**src/hw/rv_defines.svh**
```systemverilog
`ifndef RV_DEFINES_SVH
`define RV_DEFINES_SVH

// first fetch address
`define RV_RESET_PC 32'h0000_0000

// data and address width
`define RV_XLEN 32

// only system encoding the core accepts
`define RV_EBREAK 32'h0010_0073

`endif

```
**src/hw/rv_pkg.sv**
```systemverilog
`default_nettype none

package rv_pkg;

    typedef enum logic [2:0] {
        ALU_ADD    = 3'd0,
        ALU_SUB    = 3'd1,
        ALU_SLT    = 3'd2,
        ALU_XOR    = 3'd3,
        ALU_OR     = 3'd4,
        ALU_AND    = 3'd5,
        ALU_PASS_B = 3'd6
    } alu_op_e;

    typedef enum logic [3:0] {
        IC_ALU_REG = 4'd0,
        IC_ALU_IMM = 4'd1,
        IC_LUI     = 4'd2,
        IC_AUIPC   = 4'd3,
        IC_LOAD    = 4'd4,
        IC_STORE   = 4'd5,
        IC_JAL     = 4'd6,
        IC_JALR    = 4'd7,
        IC_BRANCH  = 4'd8,
        IC_EBREAK  = 4'd9,
        IC_ILLEGAL = 4'd10
    } inst_class_e;

    // one instruction in flight, memory phases split into req and release
    typedef enum logic [2:0] {
        ST_FETCH     = 3'd0,
        ST_FETCH_REL = 3'd1,
        ST_EXEC      = 3'd2,
        ST_MEM       = 3'd3,
        ST_MEM_REL   = 3'd4,
        ST_WB        = 3'd5,
        ST_HALT      = 3'd6
    } core_state_e;

endpackage

`default_nettype wire

```
**src/hw/rv_alu.sv**
```systemverilog
`timescale 1ns/1ps
`default_nettype none
`include "rv_defines.svh"

module rv_alu
    import rv_pkg::*;
(
    input  wire         [`RV_XLEN-1:0] rs1_value,
    input  wire         [`RV_XLEN-1:0] rs2_value,
    input  wire         [`RV_XLEN-1:0] imm,
    input  wire         [`RV_XLEN-1:0] pc,
    input  wire alu_op_e               alu_op,
    input  wire inst_class_e           inst_class,
    input  wire                        use_imm,
    output logic        [`RV_XLEN-1:0] result,
    output logic                       branch_taken
);

    logic [`RV_XLEN-1:0] op_a;
    logic [`RV_XLEN-1:0] op_b;

    assign op_a = (inst_class == IC_AUIPC) ? pc : rs1_value;
    assign op_b = use_imm ? imm : rs2_value;

    always_comb begin
        case (alu_op)
            ALU_ADD:    result = op_a + op_b;
            ALU_SUB:    result = op_a - op_b;
            ALU_SLT:    result = {{(`RV_XLEN-1){1'b0}}, $signed(op_a) < $signed(op_b)};
            ALU_XOR:    result = op_a ^ op_b;
            ALU_OR:     result = op_a | op_b;
            ALU_AND:    result = op_a & op_b;
            ALU_PASS_B: result = op_b;
            default:    result = '0;
        endcase
    end

    // zero result means equal operands for both sub and xor
    assign branch_taken = (inst_class == IC_BRANCH) &&
                          ((alu_op == ALU_SUB) ? (result == '0) : (result != '0));

endmodule

`default_nettype wire

```
**src/hw/rv_core.sv**
```systemverilog
`timescale 1ns/1ps
`default_nettype none
`include "rv_defines.svh"

module rv_core
    import rv_pkg::*;
(
    input  wire                 clk,
    input  wire                 rst_n,
    output logic                mem_req,
    output logic                mem_we,
    output logic [`RV_XLEN-1:0] mem_addr,
    output logic [`RV_XLEN-1:0] mem_wdata,
    input  wire                 mem_ack,
    input  wire  [`RV_XLEN-1:0] mem_rdata,
    output logic                retire_valid,
    output logic [`RV_XLEN-1:0] retire_pc,
    output logic [4:0]          retire_rd,
    output logic [`RV_XLEN-1:0] retire_data,
    output logic                halted,
    output logic                illegal,
    output logic [`RV_XLEN-1:0] a0_value,
    output logic [`RV_XLEN-1:0] cycle_count,
    output logic [`RV_XLEN-1:0] instret_count
);

    logic [`RV_XLEN-1:0] inst;
    logic [`RV_XLEN-1:0] pc;
    logic [4:0]          rs1;
    logic [4:0]          rs2;
    logic [`RV_XLEN-1:0] imm;
    alu_op_e             alu_op;
    inst_class_e         inst_class;
    logic                use_imm;
    logic [`RV_XLEN-1:0] rs1_value;
    logic [`RV_XLEN-1:0] rs2_value;
    logic [`RV_XLEN-1:0] alu_result;
    logic                branch_taken;
    logic                rf_wen;

    rv_decoder rv_decoder_i (
        .inst       (inst),
        .rs1        (rs1),
        .rs2        (rs2),
        .rd         (retire_rd),
        .imm        (imm),
        .alu_op     (alu_op),
        .inst_class (inst_class),
        .use_imm    (use_imm)
    );

    rv_regfile rv_regfile_i (
        .clk       (clk),
        .rst_n     (rst_n),
        .rs1       (rs1),
        .rs2       (rs2),
        .rd        (retire_rd),
        .wdata     (retire_data),
        .wen       (rf_wen),
        .rs1_value (rs1_value),
        .rs2_value (rs2_value),
        .a0_value  (a0_value)
    );

    rv_alu rv_alu_i (
        .rs1_value    (rs1_value),
        .rs2_value    (rs2_value),
        .imm          (imm),
        .pc           (pc),
        .alu_op       (alu_op),
        .inst_class   (inst_class),
        .use_imm      (use_imm),
        .result       (alu_result),
        .branch_taken (branch_taken)
    );

    rv_core_fsm rv_core_fsm_i (
        .clk          (clk),
        .rst_n        (rst_n),
        .mem_ack      (mem_ack),
        .mem_rdata    (mem_rdata),
        .inst_class   (inst_class),
        .imm          (imm),
        .rs1_value    (rs1_value),
        .rs2_value    (rs2_value),
        .alu_result   (alu_result),
        .branch_taken (branch_taken),
        .mem_req      (mem_req),
        .mem_we       (mem_we),
        .mem_addr     (mem_addr),
        .mem_wdata    (mem_wdata),
        .inst         (inst),
        .pc           (pc),
        .rf_wen       (rf_wen),
        .rf_wdata     (retire_data),
        .retire_valid (retire_valid),
        .retire_pc    (retire_pc),
        .halted       (halted),
        .illegal      (illegal)
    );

    rv_perf_counter #(
        .WIDTH (`RV_XLEN)
    ) rv_perf_counter_i (
        .clk           (clk),
        .rst_n         (rst_n),
        .retire_valid  (retire_valid),
        .halted        (halted),
        .cycle_count   (cycle_count),
        .instret_count (instret_count)
    );

endmodule

`default_nettype wire

```
**src/hw/rv_core_fsm.sv**
```systemverilog
`timescale 1ns/1ps
`default_nettype none
`include "rv_defines.svh"

module rv_core_fsm
    import rv_pkg::*;
(
    input  wire                        clk,
    input  wire                        rst_n,
    input  wire                        mem_ack,
    input  wire         [`RV_XLEN-1:0] mem_rdata,
    input  wire inst_class_e           inst_class,
    input  wire         [`RV_XLEN-1:0] imm,
    input  wire         [`RV_XLEN-1:0] rs1_value,
    input  wire         [`RV_XLEN-1:0] rs2_value,
    input  wire         [`RV_XLEN-1:0] alu_result,
    input  wire                        branch_taken,
    output logic                       mem_req,
    output logic                       mem_we,
    output logic        [`RV_XLEN-1:0] mem_addr,
    output logic        [`RV_XLEN-1:0] mem_wdata,
    output logic        [`RV_XLEN-1:0] inst,
    output logic        [`RV_XLEN-1:0] pc,
    output logic                       rf_wen,
    output logic        [`RV_XLEN-1:0] rf_wdata,
    output logic                       retire_valid,
    output logic        [`RV_XLEN-1:0] retire_pc,
    output logic                       halted,
    output logic                       illegal
);

    core_state_e         state;
    logic [`RV_XLEN-1:0] load_data;
    logic [`RV_XLEN-1:0] snpc;
    logic [`RV_XLEN-1:0] dnpc;
    logic [`RV_XLEN-1:0] next_pc;
    logic                writes_rd;

    assign snpc = pc + 32'd4;
    // jalr clears bit 0, jal and branches are pc relative
    assign dnpc = (inst_class == IC_JALR) ? ((rs1_value + imm) & ~32'd1) : (pc + imm);
    assign next_pc = (inst_class inside {IC_JAL, IC_JALR} || branch_taken) ? dnpc : snpc;

    assign writes_rd = inst_class inside {IC_ALU_REG, IC_ALU_IMM, IC_LUI, IC_AUIPC,
                                          IC_LOAD, IC_JAL, IC_JALR};

    always_comb begin
        case (inst_class)
            IC_JAL, IC_JALR: rf_wdata = snpc;
            IC_LOAD:         rf_wdata = load_data;
            default:         rf_wdata = writes_rd ? alu_result : '0;
        endcase
    end

    assign rf_wen       = (state == ST_WB) && writes_rd;
    assign retire_valid = (state == ST_WB);
    assign retire_pc    = pc;
    assign halted       = (state == ST_HALT);

    always_ff @(posedge clk) begin
        if (!rst_n) begin
            state    <= ST_FETCH;
            pc       <= `RV_RESET_PC;
            mem_addr <= `RV_RESET_PC;
            mem_req  <= 1'b0;
            mem_we   <= 1'b0;
            illegal  <= 1'b0;
        end else begin
            case (state)
                ST_FETCH, ST_MEM: begin
                    if (mem_req && mem_ack) begin
                        mem_req <= 1'b0;
                        state   <= (state == ST_FETCH) ? ST_FETCH_REL : ST_MEM_REL;
                    end else if (!mem_ack) begin
                        mem_req <= 1'b1;
                    end
                end
                ST_FETCH_REL: if (!mem_ack) state <= ST_EXEC;
                ST_EXEC: begin
                    if (inst_class == IC_ILLEGAL) begin
                        illegal <= 1'b1;
                        state   <= ST_HALT;
                    end else if (inst_class inside {IC_LOAD, IC_STORE}) begin
                        mem_addr <= alu_result;
                        mem_we   <= (inst_class == IC_STORE);
                        state    <= ST_MEM;
                    end else begin
                        state <= ST_WB;
                    end
                end
                ST_MEM_REL: if (!mem_ack) state <= ST_WB;
                ST_WB: begin
                    pc       <= next_pc;
                    mem_addr <= next_pc;
                    mem_we   <= 1'b0;
                    state    <= (inst_class == IC_EBREAK) ? ST_HALT : ST_FETCH;
                end
                default: state <= ST_HALT;
            endcase
        end
    end

    always_ff @(posedge clk) begin
        if (state == ST_FETCH && mem_req && mem_ack) begin
            inst <= mem_rdata;
        end
        if (state == ST_MEM && mem_req && mem_ack) begin
            load_data <= mem_rdata;
        end
        if (state == ST_EXEC) begin
            mem_wdata <= rs2_value;
        end
    end

    addr_stable: assert property (@(posedge clk) disable iff (!rst_n)
        (mem_req && !mem_ack) |=> $stable(mem_addr));

    // the release phase must finish before the next request
    no_req_during_ack: assert property (@(posedge clk) disable iff (!rst_n)
        (!mem_req && mem_ack) |=> !mem_req);

endmodule

`default_nettype wire

```
**src/hw/rv_decoder.sv**
```systemverilog
`timescale 1ns/1ps
`default_nettype none
`include "rv_defines.svh"

module rv_decoder
    import rv_pkg::*;
(
    input  wire         [`RV_XLEN-1:0] inst,
    output logic        [4:0]          rs1,
    output logic        [4:0]          rs2,
    output logic        [4:0]          rd,
    output logic        [`RV_XLEN-1:0] imm,
    output alu_op_e                    alu_op,
    output inst_class_e                inst_class,
    output logic                       use_imm
);

    logic [6:0]          opcode;
    logic [2:0]          funct3;
    logic [6:0]          funct7;
    logic [`RV_XLEN-1:0] imm_i;
    logic [`RV_XLEN-1:0] imm_s;
    logic [`RV_XLEN-1:0] imm_b;
    logic [`RV_XLEN-1:0] imm_u;
    logic [`RV_XLEN-1:0] imm_j;
    alu_op_e             f3_op;
    logic                f3_ok;

    assign opcode = inst[6:0];
    assign funct3 = inst[14:12];
    assign funct7 = inst[31:25];
    assign rs1    = inst[19:15];
    assign rs2    = inst[24:20];

    assign imm_i = {{20{inst[31]}}, inst[31:20]};
    assign imm_s = {{20{inst[31]}}, inst[31:25], inst[11:7]};
    assign imm_b = {{19{inst[31]}}, inst[31], inst[7], inst[30:25], inst[11:8], 1'b0};
    assign imm_u = {inst[31:12], 12'd0};
    assign imm_j = {{11{inst[31]}}, inst[31], inst[19:12], inst[20], inst[30:21], 1'b0};

    // funct3 map shared by the register and immediate forms, shifts and sltu excluded
    always_comb begin
        f3_ok = 1'b1;
        case (funct3)
            3'b000:  f3_op = ALU_ADD;
            3'b010:  f3_op = ALU_SLT;
            3'b100:  f3_op = ALU_XOR;
            3'b110:  f3_op = ALU_OR;
            3'b111:  f3_op = ALU_AND;
            default: begin
                f3_op = ALU_ADD;
                f3_ok = 1'b0;
            end
        endcase
    end

    always_comb begin
        inst_class = IC_ILLEGAL;
        alu_op     = ALU_ADD;
        use_imm    = 1'b1;
        case (opcode)
            7'b0110111: begin
                inst_class = IC_LUI;
                alu_op     = ALU_PASS_B;
            end
            7'b0010111: inst_class = IC_AUIPC;
            7'b0010011: begin
                alu_op = f3_op;
                if (f3_ok) begin
                    inst_class = IC_ALU_IMM;
                end
            end
            7'b0110011: begin
                use_imm = 1'b0;
                if (funct7 == 7'b0100000 && funct3 == 3'b000) begin
                    inst_class = IC_ALU_REG;
                    alu_op     = ALU_SUB;
                end else if (funct7 == 7'b0000000 && f3_ok) begin
                    inst_class = IC_ALU_REG;
                    alu_op     = f3_op;
                end
            end
            7'b0000011: if (funct3 == 3'b010) inst_class = IC_LOAD;
            7'b0100011: if (funct3 == 3'b010) inst_class = IC_STORE;
            7'b1101111: inst_class = IC_JAL;
            7'b1100111: if (funct3 == 3'b000) inst_class = IC_JALR;
            7'b1100011: begin
                // beq compares through sub, bne through xor, the alu tells them apart
                use_imm = 1'b0;
                alu_op  = funct3[0] ? ALU_XOR : ALU_SUB;
                if (funct3[2:1] == 2'b00) begin
                    inst_class = IC_BRANCH;
                end
            end
            7'b1110011: if (inst == `RV_EBREAK) inst_class = IC_EBREAK;
            default: inst_class = IC_ILLEGAL;
        endcase
    end

    always_comb begin
        case (inst_class)
            IC_ALU_IMM, IC_LOAD, IC_JALR: imm = imm_i;
            IC_STORE:                     imm = imm_s;
            IC_BRANCH:                    imm = imm_b;
            IC_LUI, IC_AUIPC:             imm = imm_u;
            IC_JAL:                       imm = imm_j;
            default:                      imm = '0;
        endcase
    end

    // rd reads as zero for classes without a destination
    assign rd = (inst_class inside {IC_ALU_REG, IC_ALU_IMM, IC_LUI, IC_AUIPC, IC_LOAD,
                                    IC_JAL, IC_JALR}) ? inst[11:7] : 5'd0;

endmodule

`default_nettype wire

```
**src/hw/rv_perf_counter.sv**
```systemverilog
`timescale 1ns/1ps
`default_nettype none

module rv_perf_counter #(
    parameter int WIDTH = 32
) (
    input  wire              clk,
    input  wire              rst_n,
    input  wire              retire_valid,
    input  wire              halted,
    output logic [WIDTH-1:0] cycle_count,
    output logic [WIDTH-1:0] instret_count
);

    always_ff @(posedge clk) begin
        if (!rst_n) begin
            cycle_count   <= '0;
            instret_count <= '0;
        end else if (!halted) begin
            cycle_count <= cycle_count + 1'b1;
            if (retire_valid) begin
                instret_count <= instret_count + 1'b1;
            end
        end
    end

endmodule

`default_nettype wire

```
**src/hw/rv_regfile.sv**
```systemverilog
`timescale 1ns/1ps
`default_nettype none
`include "rv_defines.svh"

module rv_regfile (
    input  wire                 clk,
    input  wire                 rst_n,
    input  wire  [4:0]          rs1,
    input  wire  [4:0]          rs2,
    input  wire  [4:0]          rd,
    input  wire  [`RV_XLEN-1:0] wdata,
    input  wire                 wen,
    output logic [`RV_XLEN-1:0] rs1_value,
    output logic [`RV_XLEN-1:0] rs2_value,
    output logic [`RV_XLEN-1:0] a0_value
);

    logic [`RV_XLEN-1:0] regs [32];

    always_ff @(posedge clk) begin
        if (!rst_n) begin
            for (int i = 0; i < 32; i++) begin
                regs[i] <= '0;
            end
        end else if (wen && rd != 5'd0) begin
            regs[rd] <= wdata;
        end
    end

    assign rs1_value = (rs1 == 5'd0) ? '0 : regs[rs1];
    assign rs2_value = (rs2 == 5'd0) ? '0 : regs[rs2];
    assign a0_value  = regs[10];

    // a write aimed at x0 leaves the storage cleared
    x0_stays_zero: assert property (@(posedge clk) disable iff (!rst_n)
        (wen && rd == 5'd0) |=> (regs[0] == '0));

endmodule

`default_nettype wire

```
**config.mk**
```make
export PLATFORM = sky130hd
export DESIGN_NAME = rv_core
export DESIGN_NICKNAME = d
export VERILOG_FILES = /design/src/hw/rv_pkg.sv /design/src/hw/rv_alu.sv /design/src/hw/rv_core.sv /design/src/hw/rv_core_fsm.sv /design/src/hw/rv_decoder.sv /design/src/hw/rv_perf_counter.sv /design/src/hw/rv_regfile.sv
export VERILOG_INCLUDE_DIRS = /design/src /design/src/hw
export SDC_FILE = /design/constraint.sdc
export NUM_CORES = 2
export LEC_CHECK = 0
export ABC_AREA = 0
export BUFFER_PORTS_ARGS = -buffer_cell sky130_fd_sc_hd__buf_2
export CAP_MARGIN = 5
export CORE_MARGIN = 5
export CORE_UTILIZATION = 45
export CTS_BUF_LIST = sky130_fd_sc_hd__clkbuf_8
export DETAILED_ROUTE_END_ITERATION = 12
export MAX_ROUTING_LAYER = met4
export SLEW_MARGIN = 10
export SYNTH_ARGS = -nofsm -noshare
export SYNTH_HDL_FRONTEND = slang
export SYNTH_SLANG_ARGS = --single-unit
```
**constraint.sdc**
```tcl
create_clock -name clk -period 9.2 [get_ports clk]
set_input_delay 0.92 -clock clk [delete_from_list [all_inputs] [get_ports clk]]
set_output_delay 0.92 -clock clk [all_outputs]
set_load 0.02 [all_outputs]
```
# ---- Word-level counts from Yosys, hierarchy flattened
# Memories as Yosys holds them, arrays and structs flattened. A register that Yosys moved wholly into a read port is not among the register bits.
# Cells that the tools add are included.
dict set report word_totals {
  register_bits 230
  latchBits 0
  ram_bits 1024
  rom_bits 0
  in_bits 35
  output_inout_bits 234
  elab_cells 158
  mem_count 1
}
# name depth width read_ports rd_clocked_by_memory_dff wr line
set mem_list {}
lappend mem_list {rv_regfile_i.regs 32 32 3 2 32 rv_regfile.sv:18} ;# logic [`RV_XLEN-1:0] regs [32];
dict set report classes {
  n_addsub 7
  mul 0
  div_mod_pow 0
  order_cmp 1
  eq_ne 44
  n_shift 0
  mux 52
  bitwise_logic 4
  reduce_logical 38
}
# cell n
set op_table {}
lappend op_table {{two-way mux 32 bit} 10}
lappend op_table {{case mux 32 bit (7 select lines)} 1}
lappend op_table {{case mux 32 bit (5 select lines)} 1}
lappend op_table {{case mux 32 bit (2 select lines)} 2}
lappend op_table {{adder 32 bit} 3}
lappend op_table {{adder 32 x 1 -> 32 bit (second input constant)} 2}
lappend op_table {{case mux 4 bit (10 select lines)} 1}
lappend op_table {{adder 32 x 3 -> 32 bit (second input constant)} 1}
lappend op_table {{AND 32 bit} 1}
lappend op_table {{equality test 32 x 21 -> 1 bit (second input constant)} 1}
lappend op_table {{zero test 32 bit} 1}
lappend op_table {{less-than comparator 32 bit} 1}
lappend op_table {{OR 32 bit} 1}
lappend op_table {{nonzero test 32 bit} 1}
lappend op_table {{OR reduction 32 bit} 1}
lappend op_table {{subtractor 32 bit} 1}
lappend op_table {{XOR 32 bit} 1}
lappend op_table {{equality test 7 x 6 -> 1 bit (second input constant)} 4}
lappend op_table {{equality test 7 bit (second input constant)} 4}
lappend op_table {{equality test 3 bit (second input constant)} 9}
lappend op_table {{two-way mux 3 bit} 9}
lappend op_table {{two-way mux 4 bit} 6}
lappend op_table {{case mux 3 bit (4 select lines)} 2}
lappend op_table {{two-way mux 5 bit} 4}
lappend op_table {{30 further kinds} 78}

# ---- Logic depth before layout (Yosys ltp)
dict set report logic_depth {
  word_depth 19
  mapped_depth 27
  ltp_nobuf 24
}

# ---- Cells and area by module
# A second synthesis with hierarchy kept.
dict set report hier_totals {
  cells_unflattened 6242
  hier_area_um2 76174.3
}
# mod n_inst cells_each area_per_inst_um2 seq_area_each_um2
set modules_own_cells {}
lappend modules_own_cells {rv_regfile 1 3491 54138.2 30749.5}
lappend modules_own_cells {rv_core_fsm 1 1230 10993.0 4284.1}
lappend modules_own_cells {rv_alu 1 1008 6920.4 0.0}
lappend modules_own_cells {rv_perf_counter 1 348 3005.4 1281.2}
lappend modules_own_cells {rv_decoder 1 165 1117.3 0.0}

# ---- Worst setup path before layout
# Ideal clock, no wire load.
dict set report synth_path {
  path_kind {flip-flop to output port}
  from {register (tool-made name)}
  to {output retire_data[29]}
  t_arrival_ns 6.747
  required_time_ns 8.280
  setup_slack_ns 1.533
  stages_incl_launch_ff 25
  n_path_buf 6
  cell_sequence {dfxtp_1 -> clkbuf_1 -> clkbuf_1 -> clkbuf_1 -> buf_1 -> mux4_2 -> mux4_2 -> mux2i_1 -> nor2_1 -> mux2_2 -> ha_1 -> clkbuf_1 -> or2_0 -> a211o_1 -> a211oi_1 -> o2111ai_1 -> a31o_2 -> o31ai_1 -> o21a_1 -> a21oi_1 -> nor2b_1 -> nor2_1 -> a211oi_1 -> clkbuf_1 -> inv_1}
}
# element line
set synth_lines {}
lappend synth_lines {{to (decl)} rv_core.sv:19} ;# output logic [`RV_XLEN-1:0] retire_data,

==> qor.txt <==
outcome: completed
H-tree Lvls: 4
first-pass GRT wire length: 433900 um
synthesized area per cell: 12.27 um^2
Cell Chain, Critical Path: buf_4 -> mux4_2 -> a2111oi_0 -> a31oi_1 -> o211ai_1 -> nor3_1 -> buf_4 -> a21oi_1 -> ha_1 -> nor2b_1 -> nand4_1 -> a211oi_4 -> o31ai_1 -> a22oi_1 -> a2111oi_2 -> or3_1 -> nand3_1 -> nand2b_1 -> a221oi_4 -> buf_4 -> inv_1 -> buf_2
Final min period: 9081 ps
CTS Hold Bufs: 0
Critical Path AT: 8160 ps
initial DRC count: 9208
Pre-antenna DRT Iters: 8
unique cell type count in the Yosys netlist: 112
Initial Util: 45.15%
type of element capturing the critical path: primary output
root buffer cell: clkbuf_8
leakage power: 30.23 nW
CTS tree: built
Worst Skew: 64.33 ps
Highest Clock Rate: 110.1 MHz
Max FO, Critical Path: 28
vias: 57812
Final Util: 51.11%
Yosys reg bits: 1264
Clock Pin Slew Worst Setup and Hold Paths: 60 ps
Die ar.: 170900 um^2
maximum vdd ir drop: 0.2132 mV
main area contributors after synthesis: edfxtp_1 (46%), mux4_2 (19%), nor2_1 (6.7%), dfxtp_1 (3.9%), ha_1 (2.8%)
Worst Setup Path Type: register to primary output
Ys Warns: 0
TNS Setup: 0 ps
RSZ-0062 raised after global routing: false
Min-Delay Path Class: input pin to register
Slew headroom: 17.38%
Worst path slowest cell: dfxtp_4
Synth async-reset ratio: 0%
post-synthesis cell area: 73250 um^2
Power, Total: 19.01 mW
Slew @ Worst Pin: 1226 ps
Setup crit start kind: register
Hold Vio Cnt, Final: 0
GP Congestion: 1.033
final WL: 315600 um
Post-Synthesis Cells: 5971
Routed Antenna Nets: 0
PwrDens: 229.2 nW/um^2
number of port buffers: 268
Setup Viol. Count Final: 0
fin crit share: 98.70%
Synth Flop Type: edfxtp_1
# rows: 148
Slew Limit Fails: 0
DIE HEIGHT: 413.4 um
dpl hpwl: 210000 um
Vias per Instance: 6.713
vias in the first global route: 55357
Bufs on Longest Clock Path: 3
Crit path required time: 8280 ps
Core Region: 162200 um^2
cell mode on critical path: buf_4
slowest stage delay, CP: 910 ps
Wirelength per Cell: 36.65 um
largest net degree at the start of global routing: 71
Layout area overhead: 13.19%
die width: 413.4 um
worst-skew pair later-pin latency: 1030 ps
total track usage: 37.35%
sequential area share after synthesis: 49.85%
CTS buffer count: 216
Post-route DRC: 0
Nets: 6453
boundary pin count: 269
antenna violations before repair: 13
max cap viols: 0
most common cell after layout, fill and taps aside: nor2_1
layout cells sized above 1: 26.40%
Overflow after GRT: 0
area share of the largest cell type after synthesis: 45.92%
# clock sinks: 1264
Post-synth EDFFs: 1120
post-synth top area cell: edfxtp_1
most frequent cells in the layout: nor2_1 (1299), edfxtp_1 (1120), mux4_2 (613)
-- final timing paths --
path,start,to,slack [ps],cells after the start
worst max-delay path,register,retire_data[26],120,22
worst min-delay path,mem_rdata[1],rv_core_fsm_i.inst[1]$_DFFE_PP_,120,1
worst max register to register,register,rv_core_fsm_i.mem_addr[8]$_SDFFE_PN0P_,890,22
worst min register to register,rv_perf_counter_i.cycle_count[1]$_SDFFE_PN0N_,rv_perf_counter_i.cycle_count[1]$_SDFFE_PN0N_,490,2
-- repair_timing --
action | 4_1_cts | 5_1_grt
endpoints found under the setup margin | 9 | 13
gates resized for setup | 10 | 13
buffers inserted | 3 | 17
pin swaps | 3 | 3
endpoints found under the hold margin | 0 | 0
-- critical path, delay by kind of cell, from the launching register on --
kind / cells / cell delay, ps
AOI/OAI and AO/OA: 9 / 2600
adders and majority gates: 1 / 390
buffers and inverters: 5 / 1170
DFF: 1 / 910
muxes: 1 / 570
and+or+nand+nor: 6 / 1430
-- cell usage after synthesis (all sizes together), types with 9 or more instances --
cell	n
nand3b	11
o311ai	45
buf	115
o21a	30
and3	43
dfxtp	144
a22oi	14
and4	9
edfxtp	1120
a21o	54
a211oi	49
xnor2	58
or3	28
nor3	55
o2111ai	11
or4	10
ha	166
nand2b	61
a311o	9
mux4	613
clkbuf	387
a31oi	33
nor2	1307
a221oi	29
inv	172
a21oi	191
nor4	20
nand4	29
o221ai	11
mux2	57
or2	18
nand2	321
and2	30
xor2	92
o211ai	95
o21ai	127
o21bai	16
o31ai	18
mux2i	86
nor2b	41
nand3	84
a22o	12
nor3b	11
-- power by group --
| group | switching, mW | internal, mW | total (mW) | leakage [nW] |
|---|---|---|---|---|
| clock | 2.52 | 2.54 | 5.05 | 2.34 |
| sequential | 0.291 | 6.51 | 6.80 | 12.6 |
| combinational | 4.44 | 2.71 | 7.15 | 15.3 |
-- cell type report --
type,instances,area [um^2]
diodes,12,30.03
flip-flops and latches,1264,36540
clock inverters,169,1011
multi-input cells,4064,35140
fillers,14167,79310
inverters,172,650.6
well taps,2175,2721
clock buffers,226,3110
repair buffers,530,3699
-- flip-flops by register name, summed over array words and instances, names as in the netlist, named ones only --
signal,count
rv_core_fsm_i.inst,32
rv_core_fsm_i.illegal,1
rv_core_fsm_i.mem_req,1
rv_core_fsm_i.load_data,32
rv_core_fsm_i.pc,32
rv_core_fsm_i.state,3
rv_regfile_i.regs,1024
rv_perf_counter_i.cycle_count,32
rv_core_fsm_i.mem_wdata,32
rv_perf_counter_i.instret_count,32
rv_core_fsm_i.mem_addr,32
rv_core_fsm_i.mem_we,1
-- metrics by stage --
step	cells	area [um^2]	setup slack, ps	hold WS (ps)
after floorplan	6002	73360	1533	516.5
after global placement	8185	78480	312.7	480.2
after detailed placement	8185	78480	287.4	487.6
after CTS	8583	82670	27.71	37.77
after global routing	8609	82900	12.21	82.70
final	8612	82900	119.4	125.0
-- cells by family (layout without fill, tap and decap cells) --
family | Yosys count | after routing | synth area share [%]
fa+ha+maj | 170 | 170 | 2.945
buf+inv | 674 | 1097 | 3.625
flops | 1264 | 1264 | 49.85
xor+xnor | 150 | 150 | 1.794
mux | 756 | 756 | 20.90
other cells | 1 | 44 | 0.005120
simple gates | 2104 | 2104 | 12.54
compound gates | 852 | 852 | 8.338
-- per-layer routing --
metal	global-route usage, %	share of wire [%]	wire length (um)	up-vias
li1	-	-	-	23185
met1	48.29	37	117200	29583
met2	54.62	45	140500	4222
met3	9.853	12	38610	822
met4	18.97	6.1	19280	0
met5	-	0	0	-
No activity file was read; power rests on OpenSTA's default activity.
